[src/ac97_pkg.sv]
package ac97_pkg;

	// Frame geometry
	localparam int frame_bits     = 256;
	localparam int bit_idx_w      = 8;  // Position within a frame
	localparam int slot_w         = 20;
	localparam int tag_w          = 16;
	localparam int sync_high_bits = 15; // Sync window spans the tag slot

	// Mixer sizing
	localparam int level_w = 4; // Also the width of volume_shift
	localparam int n_chan  = 3;

	// Codec register addresses
	localparam logic [6:0] reg_reset      = 7'h00;
	localparam logic [6:0] reg_master_vol = 7'h02;
	localparam logic [6:0] reg_pcm_vol    = 7'h18;
	localparam logic [6:0] reg_power      = 7'h26; // Powerdown control and status
	localparam logic [6:0] reg_vid0       = 7'h7c; // Vendor ID 1
	localparam logic [6:0] reg_vid1       = 7'h7e; // Vendor ID 2

	// Volume register values
	localparam logic [15:0] vol_full = 16'h0000; // Unmuted at full volume
	localparam logic [15:0] vol_0db  = 16'h0808; // Unmuted at 0 dB

	// Slot 1 command address word
	typedef struct packed {
		logic       rd;   // 1 for a register read
		logic [6:0] addr; // Codec register index
		logic [11:0] rsvd; // Slot request bits, always zero here
	} codec_cmd_t;

	// FSM fills in fields while the serializer only sees bits
	typedef union packed {
		logic [slot_w-1:0] raw;
		codec_cmd_t        cmd;
	} codec_slot_u;

	// Bring-up sequence
	typedef enum logic [2:0] {
		s_reset,
		s_master,
		s_pcm,
		s_power,
		s_vid0,
		s_vid1
	} init_state_e;

	// Channel i+1 sits at bits [i*level_w +: level_w]
	typedef struct packed {
		logic [level_w-1:0] ch3;
		logic [level_w-1:0] ch2;
		logic [level_w-1:0] ch1;
	} chan_levels_t;

	// Mask bit i enables channel i+1
	typedef struct packed {
		logic              master;     // Global sound enable
		logic [n_chan-1:0] left_mask;  // Channels routed to slot 3
		logic [n_chan-1:0] right_mask; // Channels routed to slot 4
	} mix_ctrl_t;

	// Payload of slots 1 to 4, all always valid
	typedef struct packed {
		codec_slot_u       cmd;      // Slot 1 command address
		logic [slot_w-1:0] cmd_data; // Slot 2 command data
		logic [slot_w-1:0] left;     // Slot 3 PCM left
		logic [slot_w-1:0] right;    // Slot 4 PCM right
	} out_slots_t;

endpackage

[src/link_bit_counter.sv]
`timescale 1ns/1ns

module link_bit_counter (
	input  logic                             ac97_bitclk,
	input  logic                             rst,
	output logic [ac97_pkg::bit_idx_w-1:0]   bit_index,
	output logic                             frame_start,
	output logic                             ac97_sync,
	output logic                             ac97_reset_b
);

	logic last_bit; // Final bit of slot 12
	logic in_tag;   // Inside the sync high window

	// Free running bit position, wraps every frame
	always_ff @(posedge ac97_bitclk) begin
		if (rst) begin
			bit_index <= '0;
		end else begin
			bit_index <= bit_index + 1'b1;
		end
	end

	// Codec reset release, one cycle behind rst
	always_ff @(posedge ac97_bitclk) begin
		if (rst) begin
			ac97_reset_b <= 1'b0;
		end else begin
			ac97_reset_b <= 1'b1;
		end
	end

	assign last_bit = bit_index == ac97_pkg::bit_idx_w'(ac97_pkg::frame_bits - 1);
	assign in_tag   = bit_index < ac97_pkg::bit_idx_w'(ac97_pkg::sync_high_bits);

	// Sync rises during the last bit of a frame
	assign ac97_sync = !rst && (last_bit || in_tag);

	// Also fires right after reset since the counter sits at 0
	assign frame_start = !rst && (bit_index == '0);

endmodule

[src/codec_init_fsm.sv]
`timescale 1ns/1ns

module codec_init_fsm (
	input  logic                          ac97_bitclk,
	input  logic                          rst,
	input  logic                          frame_start,
	output ac97_pkg::codec_slot_u         cmd,
	output logic [ac97_pkg::slot_w-1:0]   cmd_data
);

	ac97_pkg::init_state_e state;
	ac97_pkg::init_state_e next_state;
	logic [15:0]           reg_data; // Register value for writes

	// One step per frame
	always_ff @(posedge ac97_bitclk) begin
		if (rst) begin
			state <= ac97_pkg::s_reset;
		end else if (frame_start) begin
			state <= next_state;
		end
	end

	// Writes run once then the three reads loop
	always_comb begin
		case (state)
			ac97_pkg::s_reset:  next_state = ac97_pkg::s_master;
			ac97_pkg::s_master: next_state = ac97_pkg::s_pcm;
			ac97_pkg::s_pcm:    next_state = ac97_pkg::s_power;
			ac97_pkg::s_power:  next_state = ac97_pkg::s_vid0;
			ac97_pkg::s_vid0:   next_state = ac97_pkg::s_vid1;
			ac97_pkg::s_vid1:   next_state = ac97_pkg::s_power; // Status poll loop
			default:            next_state = ac97_pkg::s_reset;
		endcase
	end

	// Command word per state
	always_comb begin
		cmd          = '0; // Reserved bits stay low
		reg_data     = 16'h0000;
		cmd.cmd.rd   = 1'b1;
		cmd.cmd.addr = ac97_pkg::reg_power;
		case (state)
			ac97_pkg::s_reset: begin
				cmd.cmd.rd   = 1'b0;
				cmd.cmd.addr = ac97_pkg::reg_reset; // Any write resets the codec
			end
			ac97_pkg::s_master: begin
				cmd.cmd.rd   = 1'b0;
				cmd.cmd.addr = ac97_pkg::reg_master_vol;
				reg_data     = ac97_pkg::vol_full;
			end
			ac97_pkg::s_pcm: begin
				cmd.cmd.rd   = 1'b0;
				cmd.cmd.addr = ac97_pkg::reg_pcm_vol;
				reg_data     = ac97_pkg::vol_0db;
			end
			ac97_pkg::s_vid0: begin
				cmd.cmd.addr = ac97_pkg::reg_vid0;
			end
			ac97_pkg::s_vid1: begin
				cmd.cmd.addr = ac97_pkg::reg_vid1;
			end
			default: begin
				cmd.cmd.addr = ac97_pkg::reg_power; // s_power read
			end
		endcase
	end

	// Data is left aligned in slot 2
	assign cmd_data = {reg_data, 4'h0};

endmodule

[src/channel_mixer.sv]
`timescale 1ns/1ns

module channel_mixer (
	input  ac97_pkg::chan_levels_t                levels,
	input  logic [ac97_pkg::n_chan-1:0]           chan_mask,
	input  logic                                  master,
	input  logic [ac97_pkg::level_w-1:0]          volume_shift,
	output logic [ac97_pkg::slot_w-1:0]           sample
);

	logic [ac97_pkg::n_chan-1:0]  active;    // Enabled and not silent
	logic [1:0]                   n_active;  // Active channel count
	logic [ac97_pkg::level_w-1:0] single;    // Level of the lone active channel
	logic [ac97_pkg::level_w+1:0] half_sum;  // Sum of halved active levels
	logic [ac97_pkg::level_w+1:0] mix_sum;   // Before volume scaling

	// Per channel activity
	genvar g;
	generate
		for (g = 0; g < ac97_pkg::n_chan; g++) begin : g_act
			assign active[g] = chan_mask[g] &&
				(levels[g*ac97_pkg::level_w +: ac97_pkg::level_w] != '0);
		end
	endgenerate

	// Count and accumulate active channels
	always_comb begin
		n_active = '0;
		single   = '0;
		half_sum = '0;
		for (int i = 0; i < ac97_pkg::n_chan; i++) begin
			if (active[i]) begin
				n_active = n_active + 1'b1;
				single   = levels[i*ac97_pkg::level_w +: ac97_pkg::level_w];
				// Halve each level before adding
				half_sum = half_sum + (ac97_pkg::level_w + 2)'(single >> 1);
			end
		end
	end

	// Mute, pass-through or averaged mix
	always_comb begin
		if (!master || n_active == '0) begin
			mix_sum = '0;
		end else if (n_active == 2'd1) begin
			mix_sum = (ac97_pkg::level_w + 2)'(single); // No halving for one channel
		end else begin
			mix_sum = half_sum;
		end
	end

	// Volume as a left shift, high bits fall off
	assign sample = ac97_pkg::slot_w'(mix_sum) << volume_shift;

endmodule

[src/frame_serializer.sv]
`timescale 1ns/1ns

module frame_serializer (
	input  logic                            ac97_bitclk,
	input  logic                            rst,
	input  logic [ac97_pkg::bit_idx_w-1:0]  bit_index,
	input  logic                            frame_start,
	input  ac97_pkg::out_slots_t            slots,
	output logic                            ac97_sdata_out
);

	// Width of slots 5 to 12
	localparam int unused_w = ac97_pkg::frame_bits - ac97_pkg::tag_w - 4 * ac97_pkg::slot_w;

	ac97_pkg::out_slots_t           slots_q; // Payload held for the whole frame
	logic [ac97_pkg::tag_w-1:0]     tag;
	logic [0:ac97_pkg::frame_bits-1] frame;  // Index 0 goes out first

	// Capture while bit 0 is on the line
	always_ff @(posedge ac97_bitclk) begin
		if (frame_start) begin
			slots_q <= slots;
		end
	end

	// Frame valid plus slots 1 to 4 valid
	assign tag = {1'b1, 4'b1111, (ac97_pkg::tag_w - 5)'(0)};

	// Tag then slots, each MSB first
	assign frame = {
		tag,
		slots_q.cmd.raw,   // Slot 1
		slots_q.cmd_data,  // Slot 2
		slots_q.left,      // Slot 3
		slots_q.right,     // Slot 4
		{unused_w{1'b0}}   // Slots 5 to 12 idle
	};

	// Quiet line while the link is held in reset
	assign ac97_sdata_out = !rst && frame[bit_index];

endmodule

[src/ac97_top.sv]
`timescale 1ns/1ns

module ac97_top (
	input  logic                               ac97_bitclk,
	input  logic                               rst,
	input  ac97_pkg::chan_levels_t             levels,
	input  ac97_pkg::mix_ctrl_t                mix_ctrl,
	input  logic [ac97_pkg::level_w-1:0]       volume_shift,
	output logic                               ac97_sdata_out,
	output logic                               ac97_sync,
	output logic                               ac97_reset_b,
	output logic                               ac97_strobe
);

	logic [ac97_pkg::bit_idx_w-1:0] bit_index;
	logic                           frame_start;
	ac97_pkg::codec_slot_u          cmd;       // Slot 1 from the FSM
	logic [ac97_pkg::slot_w-1:0]    cmd_data;  // Slot 2 from the FSM
	logic [ac97_pkg::slot_w-1:0]    left;
	logic [ac97_pkg::slot_w-1:0]    right;
	ac97_pkg::out_slots_t           slots;

	link_bit_counter u_counter (
		.ac97_bitclk  (ac97_bitclk),
		.rst          (rst),
		.bit_index    (bit_index),
		.frame_start  (frame_start),
		.ac97_sync    (ac97_sync),
		.ac97_reset_b (ac97_reset_b)
	);

	codec_init_fsm u_init (
		.ac97_bitclk (ac97_bitclk),
		.rst         (rst),
		.frame_start (frame_start),
		.cmd         (cmd),
		.cmd_data    (cmd_data)
	);

	// Left and right share levels but use separate masks
	channel_mixer u_mix_left (
		.levels       (levels),
		.chan_mask    (mix_ctrl.left_mask),
		.master       (mix_ctrl.master),
		.volume_shift (volume_shift),
		.sample       (left)
	);

	channel_mixer u_mix_right (
		.levels       (levels),
		.chan_mask    (mix_ctrl.right_mask),
		.master       (mix_ctrl.master),
		.volume_shift (volume_shift),
		.sample       (right)
	);

	assign slots = '{cmd: cmd, cmd_data: cmd_data, left: left, right: right};

	frame_serializer u_ser (
		.ac97_bitclk    (ac97_bitclk),
		.rst            (rst),
		.bit_index      (bit_index),
		.frame_start    (frame_start),
		.slots          (slots),
		.ac97_sdata_out (ac97_sdata_out)
	);

	assign ac97_strobe = frame_start; // Frame boundary for the input side

endmodule

[config.mk]
export PLATFORM = sky130hd
export DESIGN_NAME = ac97_top
export DESIGN_NICKNAME = d
export VERILOG_FILES = /design/src/ac97_pkg.sv /design/src/link_bit_counter.sv /design/src/codec_init_fsm.sv /design/src/channel_mixer.sv /design/src/frame_serializer.sv /design/src/ac97_top.sv
export SDC_FILE = /design/constraint.sdc
export NUM_CORES = 1
export LEC_CHECK = 0
export ABC_AREA = 1
export BUFFER_PORTS_ARGS = -buffer_cell sky130_fd_sc_hd__buf_2
export CAP_MARGIN = 20
export CORE_ASPECT_RATIO = 2
export CORE_MARGIN = 1.5
export CORE_UTILIZATION = 35
export DETAILED_ROUTE_END_ITERATION = 10
export SYNTH_ARGS = -nofsm -noshare
export SYNTH_HDL_FRONTEND = slang
export SYNTH_SLANG_ARGS = --single-unit
[constraint.sdc]
create_clock -name ac97_bitclk -period 4.1 [get_ports ac97_bitclk]
set_clock_uncertainty 0.15 [all_clocks]
set_input_delay 0.41 -clock ac97_bitclk [delete_from_list [all_inputs] [get_ports ac97_bitclk]]
set_output_delay 0.41 -clock ac97_bitclk [all_outputs]
set_load 0.01 [all_outputs]
# Word level (Yosys, flattened, before mapping)
# Cells that the tools add are included.
# totals
reg_bits	76
out_inout_bits	4
# classes
add_sub_neg	9
n_lt_le_gt_ge	2
eq_ne	8
n_shift	2
n_mux	30
bitwise_logic	1
reduce_logical	23
# op_table
cell	n
$mux 6	8
$shl 6x4->20	2
$pmux 7 s5	1
$mux 4	6
$pmux 3 s5	1
$add 6x3->6	2
$mux 12	1
$reduce_bool 4->1	3
$ge 9x9->1 const B	1
$logic_and 1x1->1	9
$not 8->9	1
$add 2x1->2 const B	4
$add 3x3->4	2
$add 8x1->8 const B	1
$bmux 1 s8	1
$eq 8x8->1 const B	1
$logic_not 8->1	1
$lt 8x4->1 const B	1
$mux 2	4
$eq 3x2->1 const B	2
$eq 3x3->1 const B	2
$mux 1	6
$mux 3	2
$eq 2x1->1 const B	2
other kinds (7)	11

# Longest topological paths before layout
# Gate-level depths: netlist (run 1).
# depth
depth_word	11
depth_mapped	25

# By module
# From an unflattened synthesis (run 1), not the netlist that was laid out.
# unflattened
cells_unflattened	863
area_unflattened_um2	6510.0
# modules_own_cells
module	n_inst	cells_per_inst	area_each_um2
frame_serializer	1	301	3465.8
channel_mixer	2	219	1102.3
codec_init_fsm	1	64	432.9
link_bit_counter	1	60	406.6

# Worst setup path before layout (run 1)
# No wires, ideal clock.
# synth_path
kind	input port to flip-flop
start	input port levels[2] (netlist bit)
end	register u_ser.slots_q (netlist bit u_ser.frame[65]), data pin
t_arrival_ps	3091
t_required_ps	3818
slack_ps	727
path_stages	19
path_buffers	0
cell_sequence	nor2_1 -> nand2_1 -> nand3_1 -> inv_1 -> ha_1 -> inv_1 -> fa_1 -> nand3_1 -> nand2_1 -> fa_1 -> or2_2 -> nand2_1 -> nand2_1 -> nor2_1 -> nand3_1 -> nand2_1 -> nand4_1 -> or2_0 -> nand2_1
# synth_between
elab_chain_cells	11
# synth_lines
item	line	source
from (decl)	ac97_top.sv:6	input ac97_pkg::chan_levels_t levels,
branches (longest 9 deep; another with $add 6x3->6)	--	
$mux 6 (*)	channel_mixer.sv:43	if (!master || n_active == '0) begin
$shl 6x4->20 (*)	channel_mixer.sv:53	assign sample = ac97_pkg::slot_w'(mix_sum) << volume_shift;
named net left (one bit)	ac97_top.sv:19	logic [ac97_pkg::slot_w-1:0] left;
to (signal assigned)	frame_serializer.sv:22	slots_q <= slots;
to (decl)	frame_serializer.sv:15	ac97_pkg::out_slots_t slots_q;
# Mark *: on every way through the listed nets, which the timed path passes.
# A chain may end at the register's enable or synchronous reset.

# Final worst setup path (run 1)
# layout_path
start	input port levels[2] (netlist bit)
end	register u_ser.slots_q (netlist bit u_ser.frame[63]), data pin
# layout_between
elab_chain_cells	11
# layout_lines
item	line
branches (longest 9 deep; another with $add 6x3->6)	--
$mux 6 (*)	channel_mixer.sv:43
$shl 6x4->20 (*)	channel_mixer.sv:53
# Every way passes the cells marked *.

==> results by group, run 1 <==
Status
  • Status: finished, final reports clean

Power
  • Cell leakage power: 2.30 nW
  • Clock Power Share: 0.375
  • Comb pwr share: 0.227
  • Power per cell area: approximately 360 mW/mm2
  • Net Switching: 0.555 mW
  • Internal power: 1.23 mW
  • Peak VDD IR: around 0.26 mV
  • Switching Fraction: 0.311
  • Flop pwr share: 0.398

Timing
  • Fin Setup TNS: 0 ns
  • Minimum clock period after layout: 3.52 ns
  • Endpoints failing hold: 0
  • Post-route setup slack: 0.581 ns
  • Setup repair after global routing missed its margin: no
  • Fmax: around 280 MHz
  • Slew margin rel.: 0.343
  • Final Setup Violations: 0
  • Worst slew pin tran: 0.982 ns
  • Slew Limit Fails: 0
  • Post-route clock period utilization: 0.858

Global routing
  • GRT overflow: 0
  • Vias in the first global route: 4233
  • First-pass GRT wire length: ~20000 um
  • Initial antenna violation count: 0
  • GRT Overall Usage: 0.177
  • Largest net degree at the start of global routing: 47

Layout
  • Commonest non-fill, non-tap cell in the layout: nand2_1
  • Layout cells sized above 1: 0.0985
  • Highest-count cells in the layout ignoring fill and taps: nand2_1, nand3_1, nor2_1
  • Fill count: about 1300
  • Layout area overhead: 11.3%
  • N_diodes: 0
  • NumNets Final: 712

Worst setup path
  • Worst Setup End Kind: register
  • CP max FO: 7
  • CP max-delay cell: fa_1
  • Worst Path Required: ~4.1 ns
  • Setup crit start kind: primary input
  • Crit path DAT: ~3.6 ns
  • CP most frequent cell: nand2_1
  • CP Class: primary input to register
  • Critical path cell sequence: buf_2 > nor2_1 > nand2_1 > nand3_1 > inv_1 > ha_1 > inv_1 > fa_1 > nand3_1 > nand2_1 > fa_1 > or2_2 > nand2_1 > nand2_1 > nor2_1 > nand3_1 > nand2_1 > nand3_1 > nand3_1 > nand2_1 > nor2_1
  • CP max stage delay: 0.41 ns

Clock tree
  • Root Driver: clkbuf_16
  • Clock Tree Buf Depth: 2
  • CTS sink cnt: 58
  • CTS Buf Count: 9
  • Worst skew pair latency: 0.33 ns
  • Post-CTS sizing: 0
  • Hold Buf Count CTS: 0
  • Post-CTS setup buffer count: 0
  • Clock slew at reported path FFs: 0.05 ns
  • CTS H-tree lvls: 3
  • CTS tree: built

Route
  • Via count: approximately 4300
  • First-pass DRT Iterations: 5
  • Final ANT Viol Nets: 0
  • Wire length per cell: about 14 um
  • Final wirelength: 11500 um
  • Routed vias/inst: approximately 5.2
  • Starting DRT DRC Count: 201
  • Detailed-route DRC error count: 0

Floorplanning
  • I/O pin count: 29
  • Die Area: 0.0136 mm2
  • Num rows: between 50 and 60
  • Die width: 83.1 um
  • Core footprint: 0.0126 mm2
  • Die Y: approximately 160 um
  • Initial Util: 0.358

Synthesis
  • Synth warn: 0
  • Post-Synthesis Cell Area: 0.00449 mm2
  • Register area share after synthesis: 0.361
  • Yosys reg bits: 58
  • Cells after Synth: 648
  • Synth unique cells: 37
  • Avg Cell Area, Syn: 6.94 um2
  • Syn Nets: between 600 and 700

Placed design
  • RePlAce Congestion: just under 0.9
  • Pre-CTS setup slack: between 0.2 and 0.3 ns
  • Post-DP HPWL: 9380 um
  • PortBufs: 28

Worst hold path
  • Min-Delay Path Class: primary input to register

Job
  • MaxCap Viol Count: 0
path summary, 6_finish.rpt:
check                           slack [ns]                      to                   start  depth (start not counted)
worst max-delay path                  0.58         u_ser.frame[63]               levels[2]                         21
worst min-delay path                  0.18  u_counter.bit_index[0]                     rst                          2
worst max register to register        1.58         u_ser.frame[95]  u_counter.bit_index[0]                          5
worst min register to register        0.41  u_counter.bit_index[6]  u_counter.bit_index[5]                          2
registers in the layout (all words and copies together) (netlist names):
| signal | flops |
|---|---|
| u_counter.bit_index | 8 |
| u_init.state | 3 |
| u_ser.frame | 46 |
| u_counter.ac97_reset_b | 1 |
power groups by stage:
stage	Clock, mW	Sequential [mW]	Combinational, mW
finish	0.667	0.709	0.404
global route	0.700	0.713	0.464
CTS	0.673	0.710	0.405
detailed placement	0	0.721	0.404
global placement	0	0.720	0.397
floorplan	0	0.713	0.303
worst max-delay path: cells and delay by family:
kind | cells | cell delay (ns)
adder cells (fa/ha/maj) | 3 | 1.03
buffers and inverters | 3 | 0.25
AND/OR/NAND/NOR | 15 | 1.87
per-layer routing:
layer / vias up / part of all wire / global-route usage
met2: 114 / 0.59 / 0.370
met4: 0 / 0.037 / 0.0909
met1: 1963 / 0.34 / 0.160
met3: 32 / 0.030 / 0.0202
li1: 2187 / - / -
met5: - / 0 / 0
synthesized netlist by cell type, drive strengths merged:
cell | count | area (um2)
nor3 | 7 | 35.0
a22oi | 8 | 60.1
o311ai | 1 | 8.76
o211ai | 3 | 22.5
fa | 4 | 80.1
clkinv | 1 | 3.75
xor2 | 2 | 17.5
inv | 72 | 270
edfxtp | 46 | 1380
a21oi | 15 | 90.1
buf | 11 | 61.3
dfxtp | 12 | 240
ha | 18 | 225
nor4 | 1 | 6.26
or2 | 7 | 43.8
nand4 | 18 | 113
a22o | 2 | 17.5
nand3b | 4 | 30.0
nand2 | 192 | 753
nand3 | 100 | 500
clkbuf | 14 | 52.6
a31oi | 4 | 25.0
nor2 | 76 | 300
o21ai | 28 | 140
a41oi | 1 | 8.76
a211oi | 1 | 7.51
final cells by class:
cell class / count / area [um2] / share of cell area
clock inverters: 7 / 45.0 / 0.00901
well taps: 150 / 188 / 0.0375
inverters: 73 / 274 / 0.0548
clock buffers: 9 / 225 / 0.0450
repair buffers: 31 / 163 / 0.0325
multi-input cells: 492 / 2480 / 0.497
flip-flops and latches: 58 / 1620 / 0.324
per-stage QoR:
step           hold slack, ns  total power, mW  cells  area (um2)   util
3_5_place_dp            0.387             1.12    804        4730  0.377
6_report                0.184             1.78    820        5000  0.398
5_1_grt                 0.196             1.88    820        5000  0.398
2_1_floorplan           0.327             1.02    648        4490      -
4_1_cts                 0.189             1.79    820        5000  0.398
3_3_place_gp            0.378             1.12    804        4730  0.377
logic make-up (layout without fill, tap and decap cells):
family,Yosys count,after routing,share of synthesized area
AND/OR/NAND/NOR,405,405,0.396
buffers and inverters,98,120,0.0863
flip-flops,58,58,0.361
adder cells (fa/ha/maj),22,22,0.0679
AO/OA/AOI/OAI,63,63,0.0846
XOR/XNOR,2,2,0.00390
No activity file was read; power rests on OpenSTA's default activity.
==> inputs of run 2 (changes only) <==
==> constraint.sdc (replaced) <==
create_clock -name ac97_bitclk -period 2.8 [get_ports ac97_bitclk]
set_clock_uncertainty 0.15 [all_clocks]
set_input_delay 0.28 -clock ac97_bitclk [delete_from_list [all_inputs] [get_ports ac97_bitclk]]
set_output_delay 0.28 -clock ac97_bitclk [all_outputs]
set_load 0.01 [all_outputs]
==> run 2 against run 1 <==
Against the previous run:
- the flow now finishes with violations (negative setup slack)
- sequential share of layout area decreased by 5.8 points
- register-to-register slack got worse by 1.0 ns
- global-route usage increased by 1.7 points
- critical path depth decreased by 1
- largest cell class unchanged
- sequential power increased by 47%
- non-clock buffer count increased by 71
- cell count increased by 8.7%
- worst setup slack got worse by 0.77 ns
==> results by group, run 2 (synthesis results as in run 1) <==
Job
  • MaxCap Viol Count: 0

Route
  • Detailed-route DRC error count: 0
  • Starting DRT DRC Count: 153
  • First-pass DRT Iterations: 4
  • Via count: 4630
  • Final wirelength: 12900 um
  • Final ANT Viol Nets: 0
  • Routed vias/inst: 5.20
  • Wire length per cell: 14.5 um

Timing
  • Post-route clock period utilization: 1.07
  • Post-route setup slack: -0.185 ns
  • Slew Limit Fails: 0
  • Worst slew pin tran: 0.907 ns
  • Setup repair after global routing missed its margin: yes
  • Final Setup Violations: 35
  • Minimum clock period after layout: 2.98 ns
  • Min Hold Slack: 0.0654 ns
  • Fmax: around 340 MHz
  • Endpoints failing hold: 0
  • Fin Setup TNS: -4.08 ns
  • Slew margin rel.: 0.395

Worst setup path
  • CP max-delay cell: fa_2
  • CP Class: primary input to register
  • Critical path cell sequence: buf_8 > nor2_4 > nand2_4 > nand3_2 > inv_2 > ha_4 > inv_2 > fa_2 > nand3_2 > nand2_2 > fa_2 > or2_4 > nand2_2 > nand2_1 > nor2_1 > nand3_2 > nand2_4 > nand4_1 > or2_0 > nand2_1
  • Worst reg2reg path depth: 5
  • RR Startpoint: u_counter.bit_index[0]
  • CP max stage delay: 0.43 ns
  • Setup crit start kind: primary input
  • CP most frequent cell: nand3_2
  • Crit path DAT: 3.02 ns
  • Worst Path Required: roughly 2.8 ns
  • Worst Setup End Kind: register
  • Reg2reg end: u_ser.frame[85]
  • CP max FO: 4
  • R2R Setup Slk: between 0.5 and 0.6 ns

Floorplanning
  • I/O pin count: 29
  • Initial Util: 0.358
  • Die Area: 0.0136 mm2
  • Die Y: 163 um
  • Num rows: 58
  • Die width: 83.1 um
  • Core footprint: 0.0126 mm2

Status
  • Failing checks: negative setup slack
  • Status: finished, violations left

Layout
  • Layout cells sized above 1: 0.323
  • N_diodes: 0
  • Layout area overhead: 35.6%
  • Highest-count cells in the layout ignoring fill and taps: nand2_1, buf_4, nand3_1
  • Max FFs per register: 46
  • Commonest non-fill, non-tap cell in the layout: nand2_1
  • NumNets Final: 783

Clock tree
  • Clock slew at reported path FFs: 0.05 ns
  • Worst skew pair latency: 0.32 ns
  • Hold Buf Count CTS: 0
  • CTS tree: built
  • CTS Buf Count: 9
  • Clock Tree Buf Depth: 2
  • CTS sink cnt: 58
  • Root Driver: clkbuf_16
  • CTS H-tree lvls: 3

Global routing
  • GRT Overall Usage: 0.194
  • Vias in the first global route: 4820
  • GRT overflow: 0
  • First-pass GRT wire length: 21100 um
  • Largest net degree at the start of global routing: 40
  • Initial antenna violation count: 0

Power
  • Peak VDD IR: between 0.3 and 0.4 mV
  • Power per cell area: 488 mW/mm2
  • Cell leakage power: ~2.7 nW

Worst hold path
  • Hold-critical path depth: 2
  • Hold endpoint: u_counter.bit_index[0]
  • Min-delay src: rst
  • Min-Delay Path Class: primary input to register

Placed design
  • Post-DP HPWL: 9910 um
  • PortBufs: 28
  • RePlAce Congestion: 0.836
## run 2: cell count changes in the layout (fill, tap and decap cells not counted), moves of 5 or more
cell     before  now
buf_4         3   74
nand3_1     100   64
nand3_2       0   32
nand2_1     185  155
nand2_2       4   29
nor2_1       70   58
inv_1        69   59
inv_2         2   11
ha_1         18   11
ha_4          0    7
nor2_2        6   13
nand2_4       3    8
nor2_4        0    5
## run 2: cell type report
cell class | instances | area [um2]
inverter | 73 | 278
timing repair buffer | 102 | 724
sequential | 58 | 1620
fill | 1250 | 6460
multi-input combinational | 492 | 2970
clock inverter | 4 | 47.5
tap | 150 | 188
clock buffer | 12 | 268
## run 2: how the worst max path moves through the flow
stage / startpoint / endpoint / cells past startpoint / slack, ns
after CTS: levels[1] / u_ser.frame[81] / 21 / -0.13
final: levels[1] / u_ser.frame[85] / 20 / -0.18
after global placement: levels[1] / u_ser.frame[85] / 23 / -0.56
after global routing: levels[1] / u_ser.frame[85] / 20 / -0.33
after floorplan: levels[1] / u_ser.frame[65] / 19 / -0.22
after detailed placement: levels[1] / u_ser.frame[85] / 23 / -0.60
## run 2: power by group
part	leakage (nW)	internal (mW)	switching, mW
sequential	0.537	1.01	0.0284
combinational	2.05	0.317	0.490
clock	0.154	0.763	0.365
total	2.74	2.09	0.883
## run 2: per-layer routing
layer | wire, um | up-vias | global-route usage
li1 | - | 2333 | -
met1 | 4200 | 2138 | 0.159
met2 | 7660 | 111 | 0.398
met3 | 315 | 48 | 0.0308
met4 | 748 | 0 | 0.140
met5 | 0 | - | 0
## run 2: repair_timing
item | CTS | global route
endpoints found under the hold margin | 0 | 0
pin swaps | 27 | 23
resized for setup | 34 | 65
endpoints found under the setup margin | 37 | 39
setup buffers | 19 | 2
## run 2: stage by stage
step	setup WS [ns]	cell area (um2)	total power, mW	instances	util
floorplan	-0.218	4600	1.51	648	-
global placement	-0.557	5220	1.72	855	0.416
detailed placement	-0.599	5220	1.74	855	0.416
CTS	-0.132	5800	2.91	889	0.462
global route	-0.333	6090	3.11	891	0.485
finish	-0.185	6090	2.97	891	0.485
## run 2: worst max-delay path: cells and delay by family
| kind | cells | cell delay [ns] |
|---|---|---|
| buf+inv | 3 | 0.19 |
| fa+ha+maj | 3 | 0.92 |
| simple gates | 14 | 1.62 |
==> inputs of run 3 (changes only) <==
--- a/config.mk
+++ b/config.mk
@@ -11,7 +11,9 @@
 export CORE_ASPECT_RATIO = 2
 export CORE_MARGIN = 1.5
 export CORE_UTILIZATION = 35
+export CTS_CLUSTER_DIAMETER = 150
 export DETAILED_ROUTE_END_ITERATION = 10
+export PLACE_DENSITY = 0.61
 export SYNTH_ARGS = -nofsm -noshare
 export SYNTH_HDL_FRONTEND = slang
 export SYNTH_SLANG_ARGS = --single-unit
==> run 3 against run 2 <==
Against the previous run:
- the flow still finishes with violations (negative setup slack)
- final area fell by 1.8%
- sequential share of layout area rose by 0.49 points
- sequential power barely moved
- count of clock-buffer cells in the layout did not move
- largest cell class unchanged
==> results by group, run 3 (synthesis results as in run 1) <==
Route
  • Starting DRT DRC Count: 171
  • Final ANT Viol Nets: 0
  • WL met2: 7490 um
  • M1 WL: 4180 um
  • Final wirelength: between 10000 and 15000 um
  • Met3 wire length: 404 um
  • Wire length per cell: approximately 15 um
  • Highest routed layer: met4
  • Via count: 4698
  • First-pass DRT Iterations: 5
  • Routed vias/inst: 5.26
  • Detailed-route DRC error count: 0

Power
  • Peak VDD IR: 0.418 mV
  • Switching Fraction: 0.309
  • Cell leakage power: 2.71 nW
  • Power per cell area: 476 mW/mm2
  • Flop pwr share: 0.364
  • Net Switching: 0.879 mW
  • Comb pwr share: 0.280
  • Clock Power Share: 0.356
  • Internal power: between 1.5 and 2 mW
  • Total power: 2.85 mW

Worst setup path
  • CP most frequent cell: nand2_2
  • Critical path launch point: levels[1]
  • CP max stage delay: 0.43 ns
  • Setup crit start kind: primary input
  • Critical path cell sequence: buf_8 > nor2_4 > nand2_4 > nand3_4 > inv_2 > ha_4 > inv_2 > fa_2 > nand3_2 > nand2_2 > fa_2 > or2_4 > nand2_2 > nand2_1 > nor2_1 > nand3_2 > nand2_2 > nand4_1 > or2_0 > nand2_1
  • Worst Path Required: 2.85 ns
  • CP max FO: 4
  • RR Startpoint: u_counter.bit_index[0]
  • CP Class: primary input to register
  • Crit path DAT: 3.09 ns
  • Worst Setup End Kind: register
  • CP max-delay cell: fa_2

Clock tree
  • CTS H-tree lvls: 3
  • Hold Buf Count CTS: 0
  • CTS sink cnt: 58
  • CTS tree: built
  • Worst skew pair latency: between 0.3 and 0.4 ns
  • CTS Buf Count: 9
  • Clock slew at reported path FFs: ~0.050 ns
  • Root Driver: clkbuf_16
  • Clock Tree Buf Depth: 2

Layout
  • FF+latch area: roughly 0.0016 mm2
  • Commonest non-fill, non-tap cell in the layout: nand2_1
  • Fill count: around 1200
  • Highest-count cells in the layout ignoring fill and taps: nand2_1, nand3_1, buf_4
  • Max FFs per register: 46
  • Area of the multi-input gates: 0.00286 mm2
  • NumNets Final: about 800
  • Layout area overhead: 33.1%
  • Layout cells sized above 1: 0.306
  • N_diodes: 0

Global routing
  • Vias in the first global route: 4702
  • GRT overflow: 0
  • Largest net degree at the start of global routing: 47
  • GRT Overall Usage: 0.196
  • Initial antenna violation count: 0
  • First-pass GRT wire length: roughly 21000 um

Timing
  • Final Setup Violations: 36
  • Setup repair after global routing missed its margin: yes
  • Slew margin rel.: 0.465
  • Slew Limit Fails: 0
  • Post-route setup slack: -0.246 ns
  • Endpoints failing hold: 0
  • Post-route clock period utilization: 1.09
  • Fmax: 328 MHz
  • Worst slew pin tran: 0.802 ns
  • Minimum clock period after layout: slightly above 3 ns

Worst hold path
  • Min-Delay Path Class: primary input to register
  • Min-delay src: rst

Floorplanning
  • Die width: just over 80 um
  • Num rows: a little under 60
  • Core footprint: 0.0126 mm2
  • Die Y: roughly 160 um
  • I/O pin count: 29
  • Die Area: 0.0136 mm2
  • Initial Util: 0.358

Placed design
  • RePlAce Congestion: 0.856
  • Pre-CTS setup slack: -0.632 ns
  • Post-DP HPWL: 10100 um
  • PortBufs: 28

Status
  • Failing checks: negative setup slack
  • Status: finished, violations left

Job
  • MaxCap Viol Count: 0
==> run 3: cell types whose count changed in the layout (fill, tap and decap cells not counted), moves of 3 or more <==
cell     delta
inv_2       +3
nand2_1     +7
nand3_2    -10
inv_1       -3
nand2_4     -4
nand3_1    +11
nand2_2     -3
==> run 3: layout make-up <==
class	count	area share
multi-input combinational	492	0.478
inverter	73	0.0464
clock buffer	12	0.0429
timing repair buffer	105	0.126
tap	150	0.0314
clock inverter	4	0.00439
sequential	58	0.271
==> run 3: what timing repair did <==
action                                  4_1_cts  5_1_grt
setup buffers                                20        5
endpoints found under the setup margin       37       39
gates resized for setup                      38       42
cloned                                        0        0
pin swaps                                    32       41
==> run 3: per-layer routing <==
layer	global-route usage	vias to the layer above
met4	0.154	0
met5	0	-
met1	0.164	2180
met3	0.0318	56
met2	0.391	120
li1	-	2342
==> run 3: worst max-delay path: cells and delay by family <==
family                   cells  cell delay (ns)
AND/OR/NAND/NOR             14             1.69
adder cells (fa/ha/maj)      3             0.93
buffers and inverters        3             0.19
==> run 3: worst paths after layout <==
path | to | slack (ns) | cells after the start
setup / recovery | u_ser.frame[85] | -0.25 | 20
hold / removal | u_counter.bit_index[0] | 0.05 | 2
hold reg to reg | u_init.state[1] | 0.39 | 2
setup reg to reg | u_ser.frame[88] | 0.55 | 5
==> run 3: stage by stage <==
| step | area [um2] | util | setup TNS (ns) | hold slack [ns] | cells |
|---|---|---|---|---|---|
| after global placement | 5200 | 0.414 | -16.83 | 0.363 | 853 |
| after detailed placement | 5200 | 0.414 | -19.38 | 0.377 | 853 |
| after global routing | 5980 | 0.476 | -11.22 | 0.0577 | 894 |
| after CTS | 5800 | 0.462 | -3.48 | 0.0532 | 889 |
| after floorplan | 4600 | - | -4.34 | 0.197 | 648 |
| final | 5980 | 0.476 | -6.30 | 0.0544 | 894 |
==> run 3: power by group through the flow <==
stage	Clock, mW	Sequential, mW	Combinational [mW]
3_5_place_dp	0	1.05	0.685
3_3_place_gp	0	1.05	0.667
2_1_floorplan	0	1.04	0.464
5_1_grt	1.06	1.04	0.886
6_report	1.01	1.04	0.797
4_1_cts	1.03	1.04	0.752
